[src/logic/axil_apb_bridge_cfg.svh]
//**************************************************************************
// AXI-Lite to APB bridge configuration
// Bus widths, APB port count and pause gate capacity
//**************************************************************************

`ifndef AXIL_APB_BRIDGE_CFG_SVH
`define AXIL_APB_BRIDGE_CFG_SVH

// Byte address width of the AXI-Lite port
`define ADDR_WIDTH 32

// Data word width, shared by AXI-Lite and APB
`define DATA_WIDTH 32

// APB ports, one address rule each
`define NO_APBS 4

// Transactions the pause gate lets through before it stalls
`define MAX_OUTSTANDING 2

`endif
[src/logic/axil_apb_bridge_pkg.sv]
//**************************************************************************
// AXI-Lite to APB bridge types
// Vector typedefs, AXI-Lite channel structs, APB structs and address rules
//**************************************************************************

`include "axil_apb_bridge_cfg.svh"

package axil_apb_bridge_pkg;

    typedef logic [`ADDR_WIDTH-1:0]     addr_t;
    typedef logic [`DATA_WIDTH-1:0]     data_t;
    typedef logic [`DATA_WIDTH/8-1:0]   strb_t;
    typedef logic [1:0]                 resp_t;
    typedef logic [2:0]                 prot_t;
    typedef logic [$clog2(`NO_APBS)-1:0] port_idx_t;

    localparam resp_t RESP_OKAY   = 2'b00;
    localparam resp_t RESP_SLVERR = 2'b10;
    localparam resp_t RESP_DECERR = 2'b11;

    // One window per APB port, end is exclusive
    typedef struct packed {
        port_idx_t idx;
        addr_t     start_addr;
        addr_t     end_addr;
    } rule_t;

    typedef struct packed {
        addr_t aw_addr;
        prot_t aw_prot;
        logic  aw_valid;
        data_t w_data;
        strb_t w_strb;
        logic  w_valid;
        logic  b_ready;
        addr_t ar_addr;
        prot_t ar_prot;
        logic  ar_valid;
        logic  r_ready;
    } axil_req_t;

    typedef struct packed {
        logic  aw_ready;
        logic  w_ready;
        resp_t b_resp;
        logic  b_valid;
        logic  ar_ready;
        data_t r_data;
        resp_t r_resp;
        logic  r_valid;
    } axil_resp_t;

    typedef struct packed {
        addr_t paddr;
        prot_t pprot;
        logic  psel;
        logic  penable;
        logic  pwrite;
        data_t pwdata;
        strb_t pstrb;
    } apb_req_t;

    typedef struct packed {
        logic  pready;
        data_t prdata;
        logic  pslverr;
    } apb_resp_t;

endpackage

[src/logic/axil_apb_bridge.sv]
//**************************************************************************
// AXI-Lite to APB bridge subsystem
// Pause gate in front of a single-transaction bridge core with an
// address decoder that maps each window onto its own APB port
//**************************************************************************

`timescale 1ns/1ps

`include "axil_apb_bridge_cfg.svh"

module axil_apb_bridge
    import axil_apb_bridge_pkg::*;
(
    input  logic                      clk,
    input  logic                      reset,

    input  axil_req_t                 axil_req,
    output axil_resp_t                axil_resp,

    output apb_req_t  [`NO_APBS-1:0]  apb_req,
    input  apb_resp_t [`NO_APBS-1:0]  apb_resp,

    input  rule_t     [`NO_APBS-1:0]  addr_map,

    input  logic                      pause_req,
    output logic                      pause_ack
);

    axil_req_t  gated_req;   // After the pause gate
    axil_resp_t gated_resp;

    addr_t      dec_addr;
    logic       dec_hit;
    port_idx_t  dec_idx;
    addr_t      dec_offset;

    axil_pause u_axil_pause (
        .clk       (clk),
        .reset     (reset),
        .pause_req (pause_req),
        .pause_ack (pause_ack),
        .slv_req   (axil_req),
        .slv_resp  (axil_resp),
        .mst_req   (gated_req),
        .mst_resp  (gated_resp)
    );

    apb_addr_decode u_apb_addr_decode (
        .addr     (dec_addr),
        .addr_map (addr_map),
        .hit      (dec_hit),
        .port_idx (dec_idx),
        .offset   (dec_offset)
    );

    axil_to_apb u_axil_to_apb (
        .clk        (clk),
        .reset      (reset),
        .axil_req   (gated_req),
        .axil_resp  (gated_resp),
        .dec_addr   (dec_addr),
        .dec_hit    (dec_hit),
        .dec_idx    (dec_idx),
        .dec_offset (dec_offset),
        .apb_req    (apb_req),
        .apb_resp   (apb_resp)
    );

endmodule

[src/logic/axil_to_apb.sv]
//**************************************************************************
// AXI-Lite slave to APB master core
// Takes one read or write at a time, runs the APB setup and access
// phases on the decoded port and returns the AXI-Lite response
//**************************************************************************

`timescale 1ns/1ps

`include "axil_apb_bridge_cfg.svh"

module axil_to_apb
    import axil_apb_bridge_pkg::*;
(
    input  logic                      clk,
    input  logic                      reset,

    input  axil_req_t                 axil_req,
    output axil_resp_t                axil_resp,

    output addr_t                     dec_addr,
    input  logic                      dec_hit,
    input  port_idx_t                 dec_idx,
    input  addr_t                     dec_offset,

    output apb_req_t  [`NO_APBS-1:0]  apb_req,
    input  apb_resp_t [`NO_APBS-1:0]  apb_resp
);

    typedef enum logic [1:0] {
        IDLE,
        SETUP,
        ACCESS,
        RESP
    } state_e;

    state_e    state_q;
    state_e    state_d;

    addr_t     addr_q;
    prot_t     prot_q;
    data_t     wdata_q;
    strb_t     strb_q;
    logic      write_q;       // Direction in flight, or served last when idle
    resp_t     resp_q;
    data_t     rdata_q;

    logic      wr_pend;
    logic      rd_pend;
    logic      take_wr;
    logic      take_rd;
    logic      rsp_valid;
    logic      rsp_ready;
    resp_t     rsp_code;
    data_t     rsp_data;
    apb_resp_t sel_resp;

    assign wr_pend = axil_req.aw_valid && axil_req.w_valid; // AW and W together
    assign rd_pend = axil_req.ar_valid;

    assign take_wr = (state_q == IDLE) && wr_pend && (!rd_pend || !write_q);
    assign take_rd = (state_q == IDLE) && rd_pend && !take_wr;

    assign dec_addr = addr_q;
    assign sel_resp = apb_resp[dec_idx];

    // Decode miss answers straight from the setup cycle
    assign rsp_valid = (state_q == RESP) || ((state_q == SETUP) && !dec_hit);
    assign rsp_ready = write_q ? axil_req.b_ready : axil_req.r_ready;
    assign rsp_code  = (state_q == RESP) ? resp_q  : RESP_DECERR;
    assign rsp_data  = (state_q == RESP) ? rdata_q : '0;

    always_comb begin
        state_d = state_q;
        unique case (state_q)
            IDLE: begin
                if (take_wr || take_rd) begin
                    state_d = SETUP;
                end
            end
            SETUP: begin
                if (dec_hit) begin
                    state_d = ACCESS;
                end else if (rsp_ready) begin
                    state_d = IDLE;
                end else begin
                    state_d = RESP;    // Hold DECERR until taken
                end
            end
            ACCESS: begin
                if (sel_resp.pready) begin
                    state_d = RESP;
                end
            end
            RESP: begin
                if (rsp_ready) begin
                    state_d = IDLE;
                end
            end
            default: state_d = IDLE;
        endcase
    end

    always_ff @(posedge clk) begin
        if (reset) begin
            state_q <= IDLE;
            write_q <= 1'b0;
        end else begin
            state_q <= state_d;
            if (take_wr || take_rd) begin
                write_q <= take_wr;
            end
        end
    end

    // Request and response payload
    always_ff @(posedge clk) begin
        if (take_wr) begin
            addr_q  <= axil_req.aw_addr;
            prot_q  <= axil_req.aw_prot;
            wdata_q <= axil_req.w_data;
            strb_q  <= axil_req.w_strb;
        end else if (take_rd) begin
            addr_q  <= axil_req.ar_addr;
            prot_q  <= axil_req.ar_prot;
        end
        if (state_q == SETUP && !dec_hit) begin
            resp_q  <= RESP_DECERR;
            rdata_q <= '0;
        end else if (state_q == ACCESS && sel_resp.pready) begin
            resp_q  <= sel_resp.pslverr ? RESP_SLVERR : RESP_OKAY;
            rdata_q <= sel_resp.prdata;
        end
    end

    always_comb begin
        axil_resp          = '0;
        axil_resp.aw_ready = take_wr;
        axil_resp.w_ready  = take_wr;
        axil_resp.ar_ready = take_rd;
        axil_resp.b_valid  = rsp_valid && write_q;
        axil_resp.b_resp   = rsp_code;
        axil_resp.r_valid  = rsp_valid && !write_q;
        axil_resp.r_resp   = rsp_code;
        axil_resp.r_data   = rsp_data;
    end

    // Shared APB payload, only the decoded port gets psel
    always_comb begin
        for (int i = 0; i < `NO_APBS; i++) begin
            apb_req[i].paddr   = dec_offset;
            apb_req[i].pprot   = prot_q;
            apb_req[i].pwrite  = write_q;
            apb_req[i].pwdata  = wdata_q;
            apb_req[i].pstrb   = write_q ? strb_q : '0; // No strobes on reads
            apb_req[i].psel    = ((state_q == SETUP) || (state_q == ACCESS)) &&
                                 dec_hit && (dec_idx == port_idx_t'(i));
            apb_req[i].penable = (state_q == ACCESS) && (dec_idx == port_idx_t'(i));
        end
    end

endmodule

[src/logic/apb_addr_decode.sv]
//**************************************************************************
// APB address decoder
// Finds the rule covering an address and returns its port and offset
//**************************************************************************

`timescale 1ns/1ps

`include "axil_apb_bridge_cfg.svh"

module apb_addr_decode
    import axil_apb_bridge_pkg::*;
(
    input  addr_t                  addr,
    input  rule_t [`NO_APBS-1:0]   addr_map,

    output logic                   hit,
    output port_idx_t              port_idx,
    output addr_t                  offset
);

    logic [`NO_APBS-1:0] match;

    // Window check per rule, end address exclusive
    always_comb begin
        for (int i = 0; i < `NO_APBS; i++) begin
            match[i] = (addr >= addr_map[i].start_addr) &&
                       (addr <  addr_map[i].end_addr);
        end
    end

    // Scan from the top so the lowest matching rule wins
    always_comb begin
        hit      = 1'b0;
        port_idx = '0;
        offset   = '0;
        for (int i = `NO_APBS - 1; i >= 0; i--) begin
            if (match[i]) begin
                hit      = 1'b1;
                port_idx = addr_map[i].idx;
                offset   = addr - addr_map[i].start_addr; // Slave sees zero-based
            end
        end
    end

endmodule

[src/logic/axil_pause.sv]
//**************************************************************************
// AXI-Lite pause gate
// Tracks outstanding transactions and holds off new requests while a
// pause is pending, then acknowledges once the bus has drained
//**************************************************************************

`timescale 1ns/1ps

`include "axil_apb_bridge_cfg.svh"

module axil_pause
    import axil_apb_bridge_pkg::*;
(
    input  logic       clk,
    input  logic       reset,

    input  logic       pause_req,
    output logic       pause_ack,

    input  axil_req_t  slv_req,
    output axil_resp_t slv_resp,

    output axil_req_t  mst_req,
    input  axil_resp_t mst_resp
);

    localparam int CNT_W = $clog2(`MAX_OUTSTANDING + 1);

    typedef logic [CNT_W-1:0] cnt_t;

    cnt_t count_q;
    cnt_t count_d;
    logic full;
    logic block;
    logic aw_hs;
    logic ar_hs;
    logic b_hs;
    logic r_hs;

    assign full  = (count_q == cnt_t'(`MAX_OUTSTANDING));
    assign block = pause_req || pause_ack || full;

    // Requests go downstream only while the gate is open
    always_comb begin
        mst_req = slv_req;
        if (block) begin
            mst_req.aw_valid = 1'b0;
            mst_req.w_valid  = 1'b0;
            mst_req.ar_valid = 1'b0;
        end
    end

    // B and R pass straight through, readies are masked
    always_comb begin
        slv_resp = mst_resp;
        if (block) begin
            slv_resp.aw_ready = 1'b0;
            slv_resp.w_ready  = 1'b0;
            slv_resp.ar_ready = 1'b0;
        end
    end

    assign aw_hs = mst_req.aw_valid && mst_resp.aw_ready; // Write counts from AW
    assign ar_hs = mst_req.ar_valid && mst_resp.ar_ready;
    assign b_hs  = mst_resp.b_valid && slv_req.b_ready;
    assign r_hs  = mst_resp.r_valid && slv_req.r_ready;

    always_comb begin
        count_d = count_q + cnt_t'(aw_hs) + cnt_t'(ar_hs);
        count_d = count_d - cnt_t'(b_hs) - cnt_t'(r_hs);
    end

    always_ff @(posedge clk) begin
        if (reset) begin
            count_q   <= '0;
            pause_ack <= 1'b0;
        end else begin
            count_q   <= count_d;
            // Drained and still asked to pause
            pause_ack <= pause_req && (count_q == '0);
        end
    end

endmodule

[config.mk]
export PLATFORM = sky130hd
export DESIGN_NAME = axil_apb_bridge
export DESIGN_NICKNAME = d
export VERILOG_FILES = /design/src/logic/axil_apb_bridge_pkg.sv /design/src/logic/axil_apb_bridge.sv /design/src/logic/axil_to_apb.sv /design/src/logic/apb_addr_decode.sv /design/src/logic/axil_pause.sv
export VERILOG_INCLUDE_DIRS = /design/src /design/src/logic
export SDC_FILE = /design/constraint.sdc
export NUM_CORES = 1
export LEC_CHECK = 0
export BUFFER_PORTS_ARGS = -buffer_cell sky130_fd_sc_hd__buf_2
export CAP_MARGIN = 20
export CORE_AREA = 2 2 327 329
export CTS_CLUSTER_DIAMETER = 30
export DETAILED_ROUTE_END_ITERATION = 8
export DIE_AREA = 0 0 329 331
export PLACE_DENSITY = 0.48
export SYNTH_ARGS = -nofsm -noshare
export SYNTH_HDL_FRONTEND = slang
export SYNTH_SLANG_ARGS = --single-unit
[constraint.sdc]
create_clock -name clk -period 4.5 [get_ports clk]
set_clock_uncertainty 0.2 [all_clocks]
set_input_delay 0.45 -clock clk [delete_from_list [all_inputs] [get_ports clk]]
set_output_delay 0.45 -clock clk [all_outputs]
set_load 0.02 [all_outputs]
==> out/qor.txt <==
Status = complete, but fails checks
Violated checks = setup timing
First-pass GRT wire length = 152 mm
Final Setup Violations = 176
Hold crit path type = primary input to flip-flop
Post-synth EDFFs = 71
Top FF cell, synth = edfxtp_1
Top post-synthesis cells by area = ha_1 (18%), edfxtp_1 (12%), buf_4 (9.3%)
Post-DP HPWL = 96.5 mm
Row cnt = 119
WP data required = 3850 ps
LEAKAGE = 15.3 nW
CTS clock-pin slew for the worst setup and hold paths = 90 ps
Initial core utilization = 17.0%
Fillers = 11.5k
Max Root-Sink Buffers = 2
Initial antenna violation count = 70
Pre-CTS setup slack = -719 ps
Layout cells sized above 1 = 47.3%
WL/cell = 22.4 um
Yosys cell types = 78
Drt pass-1 iters = 5
Seq/Total Area, Yosys = 16.4%
Cell Pwr Density = 348 mW/mm2
Drt via density = 4.42
Synth Register Bits = 111
Worst path most repeated cell = buf_6
Least-Margin Pin Slew = 734 ps
Post-DRT Antenna Nets = 0
Synth-to-Final Area Change = 70.2%
CTS H-tree depth = 3
Clk sinks = 111
Syn Nets = 3244
Max incr delay on CP = 460 ps
Largest net degree at the start of global routing = 37
Core Area = 0.105 mm2
CP Class = flip-flop to output port
Worst relative slew slack = 50.9%
Tmin final = 5130 ps
Tcrit/Tclk final = 114%
Worst path bufs/invs = 6
Design Area, Final = 0.0304 mm2
CP startpoint kind = flip-flop
Fmax achieved = 0.195 GHz
Crit path arrival time = 4480 ps
Top cell type's share of synthesized area = 17.9%
TritonCTS Buffers = 9
Yosys warnings = 0
DP Area = 0.0256 mm2
Syn Area/Cell = 7.24 um2
Vias = 22.3k
Max-cap viol count = 0
Drt total wl = 113 mm
Cell family with most CP delay = compound AO/OA/AOI/OAI gates
Max-slew violations = 0
Hold Startpoint = axil_req[62]
Most common cell in the synthesized netlist = nand2_1
CP max FO = 4
Final hold viol count = 0
Worst Setup SP = u_axil_to_apb.dec_addr[0]
Unrepaired setup endpoints after global routing = yes
Die W = 329 um
Die area = 0.109 mm2
Worst VDD drop = 0.227 mV
Setup slack after layout = -626 ps
Final net count = 4393
Netlist Area Pre-Place = 0.0179 mm2
CTS tree = done
Number of global-route vias before repair = 21.7k
Top cells by count, synth = nand2_1 (369), inv_1 (280), ha_1 (256), buf_4 (222), a21oi_1 (201)
Port bufs = 851
Placer Congestion = 0.907
Slowest stage cell, crit path = a221o_2
Crit end category = output port
Number of DRC markers in iteration 0 = 1198
Syn Inst Count = 2468
Root Buffer = clkbuf_16
Async S/R FF share, synth = 0%
Die Y = 331 um
Crit-path cells = inv_2 > ha_4 > inv_2 > fa_2 > nand3_4 > a21oi_2 > or3_4 > a221o_2 > buf_6 > o2111ai_4 > a21oi_4 > a311o_2 > buf_6 > a31oi_4 > buf_6 > nand2_8 > nor2_4 > buf_6
Reg2Reg Launch Point = u_axil_to_apb.dec_addr[0]
IO Pins = 852
Grt total ovfl = 0
Clock Latency Late Sink = 410 ps
Cell taking the most area after synthesis = ha_1
Total track usage = 19.5%
DR DRC count = 0
where the power goes:
group	switching, mW	total, mW	internal, mW
Combinational	4.52	8.38	3.85
Clock	0.488	0.924	0.436
Sequential	0.0865	1.30	1.22
registers in the layout, indices dropped and copies added (netlist names), named ones only:
register and count:
u_axil_to_apb.wdata_q 32, u_axil_to_apb.dec_addr 32, u_axil_to_apb.write_q 1, u_axil_pause.count_q 2
u_axil_to_apb.rdata_q 32, u_axil_to_apb.prot_q 3, u_axil_to_apb.strb_q 4, u_axil_to_apb.state_q 1
u_axil_to_apb.resp_q 2, u_axil_pause.pause_ack 1
timing repair:
item | CTS | global route
endpoints found under the setup margin | 176 | 176
hold buffers | 30 | 0
gates cloned | 7 | 4
pin swaps | 82 | 120
hold endpoints to repair | 30 | 0
gates resized for setup | 421 | 292
buffers inserted | 70 | 38
layout make-up:
| class | instances | area (um2) | area share (%) |
|---|---|---|---|
| inverter | 281 | 1060 | 3.47 |
| multi-input combinational | 1782 | 14100 | 46.2 |
| clock buffer | 11 | 264 | 0.868 |
| timing repair buffer | 1432 | 10300 | 33.8 |
| tap | 1391 | 1740 | 5.72 |
| sequential | 111 | 2930 | 9.64 |
| antenna | 22 | 55.1 | 0.181 |
| clock inverter | 5 | 43.8 | 0.144 |
cells by family after synthesis:
| kind of cell | Yosys count | synth area share (%) |
|---|---|---|
| adder cells (fa/ha/maj) | 262 | 18.6 |
| AND/OR/NAND/NOR | 817 | 21.2 |
| buffers and inverters | 575 | 16.8 |
| flip-flops | 111 | 16.4 |
| multiplexers | 7 | 0.392 |
| XOR/XNOR | 109 | 5.34 |
| AO/OA/AOI/OAI | 587 | 21.2 |
placed cells by master (no fill, tap or decap), drive strengths merged, types with 9 or more instances in the layout:
cell and instances:
a211o 11, a211oi 23, a21o 81, a21oi 202, a221oi 18, a31oi 18
and2 51, and3 9, buf 1397, clkbuf 15, dfxtp 40, diode 22
dlygate4sd3 30, edfxtp 71, ha 256, inv 284, nand2 369, nand2b 22
nand3 117, nand4 67, nor2 108, nor2b 15, nor3 20, o211ai 9
o21a 20, o21ai 97, o21bai 14, o221ai 12, o22ai 16, o31ai 9
xnor2 63, xor2 46
routing by layer:
layer / part of all wire [%] / GRT usage, % / wire (um) / up-vias
met5: 0.14 / 0 / 155 / -
met4: 3.3 / 5.87 / 3700 / 24
met3: 5.2 / 2.69 / 5880 / 194
met2: 51 / 36.1 / 57100 / 803
met1: 41 / 23.2 / 45800 / 10500
li1: - / - / - / 10700
metrics by stage:
stage / util (%) / instances / hold WS [ps] / TNS [ps] / total power, mW
floorplan: - / 2468 / 217 / -74.5 / 5.38
global placement: 24.4 / 4858 / 226 / -73320 / 7.71
detailed placement: 24.4 / 4858 / 239 / -73190 / 7.69
CTS: 27.4 / 4979 / 1.04 / -88150 / 9.80
global route: 29.0 / 5025 / 1.96 / -99670 / 11.3
finish: 29.0 / 5035 / 20.9 / -82170 / 10.6
path summary, 6_finish.rpt:
| path | cells past startpoint | slack [ps] | end |
|---|---|---|---|
| max reg2reg | 23 | -600 | u_axil_to_apb.rdata_q[5] |
| min | 1 | 20 | u_axil_to_apb.wdata_q[19] |
| min reg2reg | 2 | 250 | u_axil_to_apb.rdata_q[12] |
| max | 18 | -630 | apb_req[185] |
Note: power is estimated with default switching activity, not from simulation.
